--- src/source/dsi_regs_pkg.sv ---
package dsi_regs_pkg;

    localparam int WORD_W        = 32;
    localparam int ADDR_W        = 5;
    localparam int TIMEOUT_W     = 8;
    localparam int CMD_W         = 24;
    localparam int LANES_FIELD_W = 2;

    typedef logic [WORD_W-1:0]    word_t;
    typedef logic [ADDR_W-1:0]    addr_t;   // avalon byte address.
    typedef logic [1:0]           resp_t;
    typedef logic [TIMEOUT_W-1:0] timeout_t;
    typedef logic [2:0]           lanes_num_t;
    typedef logic [CMD_W-1:0]     cmd_t;

    localparam resp_t RESP_OKAY   = 2'd0;
    localparam resp_t RESP_DECERR = 2'd3;

    typedef enum logic [2:0] {
        REG_CR,
        REG_ISR,
        REG_IER,
        REG_TR1,
        REG_TR2,
        REG_CMD
    } reg_idx_e;

    localparam int NUM_REGS = 6;

    typedef logic [NUM_REGS-1:0] reg_sel_t;   // one-hot, indexed by reg_idx_e.

    localparam addr_t OFS_CR  = 5'h00;
    localparam addr_t OFS_ISR = 5'h04;
    localparam addr_t OFS_IER = 5'h08;
    localparam addr_t OFS_TR1 = 5'h0C;
    localparam addr_t OFS_TR2 = 5'h10;
    localparam addr_t OFS_CMD = 5'h14;

    // offset table in reg_idx_e order.
    localparam addr_t REG_OFS [NUM_REGS] = '{OFS_CR, OFS_ISR, OFS_IER, OFS_TR1, OFS_TR2, OFS_CMD};

    // members listed msb first so pix_underflow lands on bit 0.
    typedef struct packed {
        logic lanes_active_fall;
        logic lanes_active_rise;
        logic clk_ready;
        logic lanes_ready;
        logic pix_underflow;
    } irq_flags_t;

    localparam int CR_ASM_EN_BIT   = 0;
    localparam int CR_LANES_EN_BIT = 1;
    localparam int CR_CLK_EN_BIT   = 2;
    localparam int CR_SEND_CMD_BIT = 3;
    localparam int CR_LANES_LSB    = 8;

    localparam int TR1_TLPX_LSB  = 16;
    localparam int TR1_PREP_LSB  = 8;
    localparam int TR1_EXIT_LSB  = 0;
    localparam int TR2_GO_LSB    = 8;
    localparam int TR2_TRAIL_LSB = 0;

    localparam logic [LANES_FIELD_W-1:0] RST_LANES_FIELD = 2'd3;   // four lanes.
    localparam timeout_t RST_TLPX       = 8'd8;
    localparam timeout_t RST_HS_PREPARE = 8'd15;
    localparam timeout_t RST_HS_EXIT    = 8'd3;
    localparam timeout_t RST_HS_GO      = 8'd30;
    localparam timeout_t RST_HS_TRAIL   = 8'd2;

endpackage

--- src/source/dsi_reg_if.sv ---
`timescale 1ns/1ps

interface dsi_reg_if;
    import dsi_regs_pkg::*;

    reg_sel_t wr_sel;     // one-cycle write strobe.
    word_t    wdata;
    word_t    cr_word;
    word_t    isr_word;
    word_t    ier_word;
    word_t    tr1_word;
    word_t    tr2_word;
    word_t    cmd_word;

    modport agent (
        output wr_sel, wdata,
        input  cr_word, isr_word, ier_word, tr1_word, tr2_word, cmd_word
    );

    modport bank (
        input  wr_sel, wdata,
        output cr_word, isr_word, ier_word, tr1_word, tr2_word, cmd_word
    );

endinterface

--- src/source/dsi_bus_agent.sv ---
`timescale 1ns/1ps

module dsi_bus_agent (
    input  logic                clk,
    input  logic                rst_n,
    input  dsi_regs_pkg::addr_t avl_addr,
    input  logic                avl_read,
    input  logic                avl_write,
    input  dsi_regs_pkg::word_t avl_writedata,
    output dsi_regs_pkg::word_t avl_readdata,
    output dsi_regs_pkg::resp_t avl_response,
    output logic                avl_waitrequest,
    dsi_reg_if.agent            regs
);
    import dsi_regs_pkg::*;

    reg_sel_t sel;
    logic     hit;
    logic     req;
    logic     ack;
    word_t    img [NUM_REGS];
    word_t    rd_mux;

    assign img[REG_CR]  = regs.cr_word;
    assign img[REG_ISR] = regs.isr_word;
    assign img[REG_IER] = regs.ier_word;
    assign img[REG_TR1] = regs.tr1_word;
    assign img[REG_TR2] = regs.tr2_word;
    assign img[REG_CMD] = regs.cmd_word;

    // address decode against the offset table.
    always_comb begin
        sel = '0;
        for (int i = 0; i < NUM_REGS; i++) begin
            if (avl_addr == REG_OFS[i]) begin
                sel[i] = 1'b1;
            end
        end
    end

    assign hit = |sel;
    assign req = avl_read | avl_write;

    // zero when nothing is selected.
    always_comb begin
        rd_mux = '0;
        for (int i = 0; i < NUM_REGS; i++) begin
            if (sel[i]) begin
                rd_mux = rd_mux | img[i];
            end
        end
    end

    // strobe only in the first cycle of a write.
    assign regs.wr_sel = sel & {NUM_REGS{avl_write & ~ack}};
    assign regs.wdata  = avl_writedata;

    assign avl_waitrequest = req & ~ack;

    always_ff @(posedge clk or negedge rst_n) begin
        if (!rst_n) begin
            ack <= 1'b0;
        end else begin
            ack <= req & ~ack;   // drops again after one cycle.
        end
    end

    always_ff @(posedge clk) begin
        if (req && !ack) begin
            avl_readdata <= avl_read ? rd_mux : '0;
            avl_response <= hit ? RESP_OKAY : RESP_DECERR;
        end
    end

    a_wr_sel_onehot : assert property (@(posedge clk) disable iff (!rst_n)
        $onehot0(regs.wr_sel));

    a_no_rd_wr : assert property (@(posedge clk) disable iff (!rst_n)
        !(avl_read && avl_write));

    a_addr_stable : assert property (@(posedge clk) disable iff (!rst_n)
        avl_waitrequest |=> $stable(avl_addr));

endmodule

--- src/source/dsi_ctrl_regs.sv ---
`timescale 1ns/1ps

module dsi_ctrl_regs (
    input  logic                     clk,
    input  logic                     rst_n,
    dsi_reg_if.bank                  regs,
    input  logic                     lanes_active,
    output logic                     packet_assembler_enable,
    output logic                     lanes_enable,
    output logic                     clk_out_enable,
    output logic                     send_cmd,
    output dsi_regs_pkg::lanes_num_t lanes_number,
    output dsi_regs_pkg::cmd_t       cmd_packet
);
    import dsi_regs_pkg::*;

    logic                     cr_wr;
    logic                     cmd_wr;
    logic [LANES_FIELD_W-1:0] lanes_field;

    assign cr_wr  = regs.wr_sel[REG_CR];
    assign cmd_wr = regs.wr_sel[REG_CMD];

    always_ff @(posedge clk or negedge rst_n) begin
        if (!rst_n) begin
            packet_assembler_enable <= 1'b0;
            lanes_enable            <= 1'b0;
            clk_out_enable          <= 1'b0;
            send_cmd                <= 1'b0;
            lanes_field             <= RST_LANES_FIELD;
            cmd_packet              <= '0;
        end else begin
            if (cr_wr) begin
                packet_assembler_enable <= regs.wdata[CR_ASM_EN_BIT];
                lanes_enable            <= regs.wdata[CR_LANES_EN_BIT];
                clk_out_enable          <= regs.wdata[CR_CLK_EN_BIT];
                send_cmd                <= regs.wdata[CR_SEND_CMD_BIT];
                lanes_field             <= regs.wdata[CR_LANES_LSB +: LANES_FIELD_W];
            end else if (lanes_active) begin
                send_cmd <= 1'b0;   // command taken once the lanes run.
            end
            if (cmd_wr) begin
                cmd_packet <= regs.wdata[CMD_W-1:0];
            end
        end
    end

    assign lanes_number = lanes_num_t'(lanes_field) + 3'd1;   // field holds lanes minus one.

    always_comb begin
        regs.cr_word                                 = '0;
        regs.cr_word[CR_ASM_EN_BIT]                  = packet_assembler_enable;
        regs.cr_word[CR_LANES_EN_BIT]                = lanes_enable;
        regs.cr_word[CR_CLK_EN_BIT]                  = clk_out_enable;
        regs.cr_word[CR_SEND_CMD_BIT]                = send_cmd;
        regs.cr_word[CR_LANES_LSB +: LANES_FIELD_W]  = lanes_field;
    end

    assign regs.cmd_word = word_t'(cmd_packet);

    a_send_cmd_clear : assert property (@(posedge clk) disable iff (!rst_n)
        $fell(send_cmd) |-> $past(lanes_active || cr_wr));

endmodule

--- src/source/dsi_irq_regs.sv ---
`timescale 1ns/1ps

module dsi_irq_regs (
    input  logic    clk,
    input  logic    rst_n,
    dsi_reg_if.bank regs,
    input  logic    pix_buffer_underflow_set,
    input  logic    lanes_ready_set,
    input  logic    clk_ready_set,
    input  logic    lanes_active,
    output logic    irq
);
    import dsi_regs_pkg::*;

    irq_flags_t flags;
    irq_flags_t ier;
    irq_flags_t flags_set;
    irq_flags_t flags_clr;
    logic       lanes_active_d;
    logic       irq_pending;

    // edge detect against the previous cycle's level.
    always_comb begin
        flags_set                   = '0;
        flags_set.pix_underflow     = pix_buffer_underflow_set;
        flags_set.lanes_ready       = lanes_ready_set;
        flags_set.clk_ready         = clk_ready_set;
        flags_set.lanes_active_rise = lanes_active & ~lanes_active_d;
        flags_set.lanes_active_fall = ~lanes_active & lanes_active_d;
    end

    // write one to clear.
    assign flags_clr = regs.wr_sel[REG_ISR] ? irq_flags_t'(regs.wdata[$bits(irq_flags_t)-1:0])
                                            : irq_flags_t'('0);

    assign irq_pending = |(flags & ier);

    always_ff @(posedge clk or negedge rst_n) begin
        if (!rst_n) begin
            flags          <= '0;
            ier            <= '0;
            lanes_active_d <= 1'b0;
            irq            <= 1'b0;
        end else begin
            flags          <= (flags | flags_set) & ~flags_clr;   // clear beats set.
            lanes_active_d <= lanes_active;
            irq            <= irq_pending;
            if (regs.wr_sel[REG_IER]) begin
                ier <= regs.wdata[$bits(irq_flags_t)-1:0];
            end
        end
    end

    assign regs.isr_word = word_t'(flags);
    assign regs.ier_word = word_t'(ier);

    a_irq_follows : assert property (@(posedge clk) disable iff (!rst_n)
        !irq_pending |=> !irq);

endmodule

--- src/source/dsi_timing_regs.sv ---
`timescale 1ns/1ps

module dsi_timing_regs (
    input  logic                   clk,
    input  logic                   rst_n,
    dsi_reg_if.bank                regs,
    output dsi_regs_pkg::timeout_t tlpx_timeout,
    output dsi_regs_pkg::timeout_t hs_prepare_timeout,
    output dsi_regs_pkg::timeout_t hs_exit_timeout,
    output dsi_regs_pkg::timeout_t hs_go_timeout,
    output dsi_regs_pkg::timeout_t hs_trail_timeout
);
    import dsi_regs_pkg::*;

    always_ff @(posedge clk or negedge rst_n) begin
        if (!rst_n) begin
            tlpx_timeout       <= RST_TLPX;
            hs_prepare_timeout <= RST_HS_PREPARE;
            hs_exit_timeout    <= RST_HS_EXIT;
            hs_go_timeout      <= RST_HS_GO;
            hs_trail_timeout   <= RST_HS_TRAIL;
        end else begin
            if (regs.wr_sel[REG_TR1]) begin
                tlpx_timeout       <= regs.wdata[TR1_TLPX_LSB +: TIMEOUT_W];
                hs_prepare_timeout <= regs.wdata[TR1_PREP_LSB +: TIMEOUT_W];
                hs_exit_timeout    <= regs.wdata[TR1_EXIT_LSB +: TIMEOUT_W];
            end
            if (regs.wr_sel[REG_TR2]) begin
                hs_go_timeout    <= regs.wdata[TR2_GO_LSB +: TIMEOUT_W];
                hs_trail_timeout <= regs.wdata[TR2_TRAIL_LSB +: TIMEOUT_W];
            end
        end
    end

    // unused bits read as zero.
    always_comb begin
        regs.tr1_word                             = '0;
        regs.tr1_word[TR1_TLPX_LSB +: TIMEOUT_W]  = tlpx_timeout;
        regs.tr1_word[TR1_PREP_LSB +: TIMEOUT_W]  = hs_prepare_timeout;
        regs.tr1_word[TR1_EXIT_LSB +: TIMEOUT_W]  = hs_exit_timeout;
        regs.tr2_word                             = '0;
        regs.tr2_word[TR2_GO_LSB +: TIMEOUT_W]    = hs_go_timeout;
        regs.tr2_word[TR2_TRAIL_LSB +: TIMEOUT_W] = hs_trail_timeout;
    end

endmodule

--- src/source/dsi_tx_regs.sv ---
`timescale 1ns/1ps

module dsi_tx_regs (
    input  logic                     clk,
    input  logic                     rst_n,
    output logic                     irq,
    input  dsi_regs_pkg::addr_t      avl_mm_addr,
    input  logic                     avl_mm_read,
    output dsi_regs_pkg::word_t      avl_mm_readdata,
    output dsi_regs_pkg::resp_t      avl_mm_response,
    input  logic                     avl_mm_write,
    input  dsi_regs_pkg::word_t      avl_mm_writedata,
    output logic                     avl_mm_waitrequest,
    output logic                     packet_assembler_enable,
    output logic                     lanes_enable,
    output logic                     clk_out_enable,
    output logic                     send_cmd,
    output dsi_regs_pkg::lanes_num_t lanes_number,
    output dsi_regs_pkg::cmd_t       cmd_packet,
    output dsi_regs_pkg::timeout_t   tlpx_timeout,
    output dsi_regs_pkg::timeout_t   hs_prepare_timeout,
    output dsi_regs_pkg::timeout_t   hs_exit_timeout,
    output dsi_regs_pkg::timeout_t   hs_go_timeout,
    output dsi_regs_pkg::timeout_t   hs_trail_timeout,
    input  logic                     pix_buffer_underflow_set,
    input  logic                     lanes_ready_set,
    input  logic                     clk_ready_set,
    input  logic                     lanes_active
);

    dsi_reg_if u_regs_if ();   // decoded access shared by agent and banks.

    dsi_bus_agent u_agent (
        .clk             (clk),
        .rst_n           (rst_n),
        .avl_addr        (avl_mm_addr),
        .avl_read        (avl_mm_read),
        .avl_write       (avl_mm_write),
        .avl_writedata   (avl_mm_writedata),
        .avl_readdata    (avl_mm_readdata),
        .avl_response    (avl_mm_response),
        .avl_waitrequest (avl_mm_waitrequest),
        .regs            (u_regs_if.agent)
    );

    dsi_ctrl_regs u_ctrl (
        .clk                     (clk),
        .rst_n                   (rst_n),
        .regs                    (u_regs_if.bank),
        .lanes_active            (lanes_active),
        .packet_assembler_enable (packet_assembler_enable),
        .lanes_enable            (lanes_enable),
        .clk_out_enable          (clk_out_enable),
        .send_cmd                (send_cmd),
        .lanes_number            (lanes_number),
        .cmd_packet              (cmd_packet)
    );

    dsi_irq_regs u_irq (
        .clk                      (clk),
        .rst_n                    (rst_n),
        .regs                     (u_regs_if.bank),
        .pix_buffer_underflow_set (pix_buffer_underflow_set),
        .lanes_ready_set          (lanes_ready_set),
        .clk_ready_set            (clk_ready_set),
        .lanes_active             (lanes_active),
        .irq                      (irq)
    );

    dsi_timing_regs u_timing (
        .clk                (clk),
        .rst_n              (rst_n),
        .regs               (u_regs_if.bank),
        .tlpx_timeout       (tlpx_timeout),
        .hs_prepare_timeout (hs_prepare_timeout),
        .hs_exit_timeout    (hs_exit_timeout),
        .hs_go_timeout      (hs_go_timeout),
        .hs_trail_timeout   (hs_trail_timeout)
    );

endmodule

--- config.mk ---
export PLATFORM = sky130hd
export DESIGN_NAME = dsi_tx_regs
export DESIGN_NICKNAME = d
export VERILOG_FILES = /design/src/source/dsi_regs_pkg.sv /design/src/source/dsi_reg_if.sv /design/src/source/dsi_bus_agent.sv /design/src/source/dsi_ctrl_regs.sv /design/src/source/dsi_irq_regs.sv /design/src/source/dsi_timing_regs.sv /design/src/source/dsi_tx_regs.sv
export SDC_FILE = /design/constraint.sdc
export NUM_CORES = 1
export LEC_CHECK = 0
export ABC_CLOCK_PERIOD_IN_PS = 2000
export BUFFER_PORTS_ARGS = -buffer_cell sky130_fd_sc_hd__buf_2
export CAP_MARGIN = 20
export CORE_ASPECT_RATIO = 1.5
export CORE_MARGIN = 2
export CORE_UTILIZATION = 48
export CTS_BUF_LIST = sky130_fd_sc_hd__clkbuf_8
export DETAILED_ROUTE_END_ITERATION = 10
export PLACE_DENSITY = 0.79
export SLEW_MARGIN = 40
export SYNTH_ARGS = -nofsm -noshare
export SYNTH_HDL_FRONTEND = slang
export SYNTH_SLANG_ARGS = --single-unit
--- constraint.sdc ---
create_clock -name clk -period 2 [get_ports clk]
set_input_delay 0.3 -clock clk [delete_from_list [all_inputs] [get_ports clk]]
set_output_delay 0.3 -clock clk [all_outputs]
set_load 0.02 [all_outputs]
==> run summary <==
Req. time, crit path -> 2.25 ns
post-route setup TNS -> 0 ns
pwr/cell area -> 928 nW/µm²
Die ar. -> 10900 µm²
Clock power frac -> 24.6%
Total Power -> 5.44 mW
Rel. slew slack -> 65.2%
FMAX -> 0.600 GHz
peak per-stage delay on the critical path -> 0.43 ns
starting density of the core -> 49.4%
Seq cells post-synth -> 108
Hold Fails Final Rpt -> 0
Layout fillers -> 772
initial antenna violation count -> 0
Syn-to-layout area delta -> 21.8%
Final HPWL DP -> 8390 µm
vias in the first global route -> 3571
Net Switching -> 1.72 mW
core area -> 9740 µm²
Die Span X -> 85.8 µm
Clock Latency Late Sink -> 0.36 ns
CTS Buffer Depth -> 2
Via-to-Cell Ratio -> 5.63
Min Hold Slack -> 0.0737 ns
top_reg_cell synth -> dfrtp_1
# IOs -> 152
cts repair resizes -> 0
slowest CP cell -> dfrtp_1
# port buffers -> 135
final routed DRC violation total -> 11
Crit Path Class -> reg -> reg
RSZ-0062 raised after global routing -> no
Max-cap violations -> 0
Critical Path, Cell by Cell -> nor3b_1, nand2_2, mux2_2
critical path fanouts, max -> 16
Switching Fraction -> 31.7%
final-report setup violation count -> 0
Async SR Flop Fraction -> 76.9%
Final ANT Viol Nets -> 0
1st-iter DRT viols -> 139
routed wire length -> 11800 µm
CTS sink count -> 108
FP Rows -> 44
CTS buffer count -> 9
total global routing overflow -> 0
failing checks -> DRC
R2R setup slack -> 0.33 ns
combinational power share -> 23.6%
share of cells above drive strength 1 -> 55.4%
final worst path period share -> 83.3%
crit end category -> register
startpoint types -> register
Cells after DPL -> 585
Pleak -> 2.85 nW
non-filler cells, final -> 602
Syn. warnings -> 0
sequential share of the synthesized area -> 59.1%
design area -> 5860 µm²
root buf cell -> clkbuf_8
leading area contributor after synthesis -> dfrtp_1
most frequent cells in the layout -> 134 x buf_2, 69 x dfrtp_1, 66 x mux2_2
Buf+Inv Stages, Crit Path -> 0
placed cell area -> 5660 µm²
Final min period -> 1.67 ns
Final Worst Setup Slack -> 0.335 ns
Sequential Power Share -> 51.8%
commonest non-fill, non-tap cell in the layout -> buf_2
H-tree depth -> 3
Setup WS pre-CTS -> 0.167 ns
Wirelength per Cell -> 19.5 µm
Mapped Area -> 4810 µm²
Util after Layout -> 60.2%
Worst-Margin Slew -> 0.520 ns
Die Y -> 127 µm
largest net degree at the start of global routing -> 39
first-pass GRT wire length -> 18300 µm
Post-synth EDFFs -> 25
kind of cell adding the most delay to the critical path -> simple AND/OR/NAND/NOR gates
clk_skew -> 0.0112 ns
Nets -> 528
status -> finished, violations left
internal power -> 3.72 mW
VDD IR max -> 751 µV
Unique masters post-synth -> 41
vias after detailed routing -> 3388
Clock transition at path regs -> 0.10 ns
Area contributors post-synth -> dfrtp_1 36%, edfxtp_1 16%, mux2_2 15%
First-pass DRT Iterations -> 10
GRT Overall Usage -> 22.1%
CTS tree -> yes
WP data arrival -> 1.92 ns
Post-Synthesis Cells -> 337
area fraction of the dominant cell type after synthesis -> 35.9%
max-slew violations -> 0
GP Congestion -> 0.867
Hold WC Path Type -> in -> reg
syn_area_per_cell -> 14.3 µm²
diode count -> 0
-- logic make-up (layout without fill, tap and decap cells) --
family | Yosys count | count (layout) | synth area share (%)
flip-flops | 108 | 108 | 59.1
multiplexers | 95 | 95 | 23.8
AND/OR/NAND/NOR | 59 | 59 | 7.23
AO/OA/AOI/OAI | 37 | 37 | 5.48
buffers and inverters | 36 | 179 | 4.03
adder cells (fa/ha/maj) | 1 | 1 | 0.260
other | 1 | 8 | 0.0779
-- layout make-up --
type	count	area, µm²	area share, %
sequential	108	2850	48.5
multi-input combinational	200	1810	30.9
timing repair buffer	156	838	14.3
tap	115	144	2.45
clock buffer	9	124	2.11
clock inverter	7	72.6	1.24
inverter	7	26.3	0.448
-- Yosys cell counts, types with 2 or more instances --
| cell type | count |
|---|---|
| a21oi_1 | 7 |
| mux2i_1 | 5 |
| nor2_1 | 6 |
| buf_2 | 11 |
| nand3_1 | 18 |
| a21boi_0 | 7 |
| mux2_1 | 10 |
| dfstp_2 | 14 |
| o22ai_1 | 4 |
| a21boi_1 | 3 |
| mux2_2 | 66 |
| buf_4 | 12 |
| nor3_1 | 2 |
| mux2_4 | 10 |
| nor3b_1 | 3 |
| a32oi_1 | 9 |
| inv_1 | 7 |
| edfxtp_1 | 25 |
| dfrtp_1 | 69 |
| and3_1 | 3 |
| o21ai_0 | 2 |
| nor2b_1 | 12 |
| nand2_1 | 6 |
| nand3b_1 | 2 |
| clkbuf_1 | 5 |
| mux4_2 | 4 |
-- flip-flops by register name, summed over array words and instances, names as in the netlist, 8 cells and up --
register / flops
u_timing.tlpx_timeout: 8
u_timing.hs_prepare_timeout: 8
u_timing.hs_go_timeout: 8
u_agent.avl_readdata: 24
u_timing.hs_trail_timeout: 8
u_ctrl.cmd_packet: 24
u_timing.hs_exit_timeout: 8
-- worst reg2reg max path: stages (launching register included) --
cell,delay [ns]
dfrtp_1,0.43
nor3b_1,0.32
nand2_2,0.39
mux2_2,0.41
-- worst paths after layout --
| check | start | end | depth (start not counted) |
|---|---|---|---|
| worst max register to register | u_agent.ack | u_timing.hs_trail_timeout[4] | 3 |
| worst min register to register | u_ctrl.cmd_packet[7] | u_ctrl.cmd_packet[7] | 1 |
| min in group asynchronous | rst_n | u_ctrl.cmd_packet[1] | 2 |
| worst min-delay path | lanes_active | u_irq.lanes_active_d | 1 |
| max in group asynchronous | rst_n | u_timing.hs_prepare_timeout[1] | 3 |
| worst max-delay path | u_agent.ack | u_timing.hs_trail_timeout[4] | 3 |
-- repair_timing --
item                                   CTS  global route
hold buffers                             1             0
setup buffers                            0             0
setup endpoints to repair                0             0
endpoints found under the hold margin   32             0
-- power by group through the flow --
| stage | Clock [mW] | Combinational (mW) | Sequential, mW |
|---|---|---|---|
| 2_1_floorplan | 0 | 0.463 | 3.16 |
| 3_3_place_gp | 0 | 1.26 | 2.84 |
| 3_5_place_dp | 0 | 1.29 | 2.86 |
| 4_1_cts | 1.37 | 1.30 | 2.82 |
| 5_1_grt | 1.46 | 1.37 | 2.85 |
| 6_report | 1.34 | 1.28 | 2.82 |
-- routing by layer --
metal / part of all wire, % / track usage (%) / up-vias / wire length, µm
li1: - / - / 1511 / -
met1: 39 / 26.4 / 1734 / 4530
met2: 55 / 38.7 / 134 / 6470
met3: 5.7 / 5.47 / 9 / 672
met4: 0.71 / 6.91 / 0 / 84
met5: 0 / 0 / - / 0
Power figures use the tool's default switching activity.
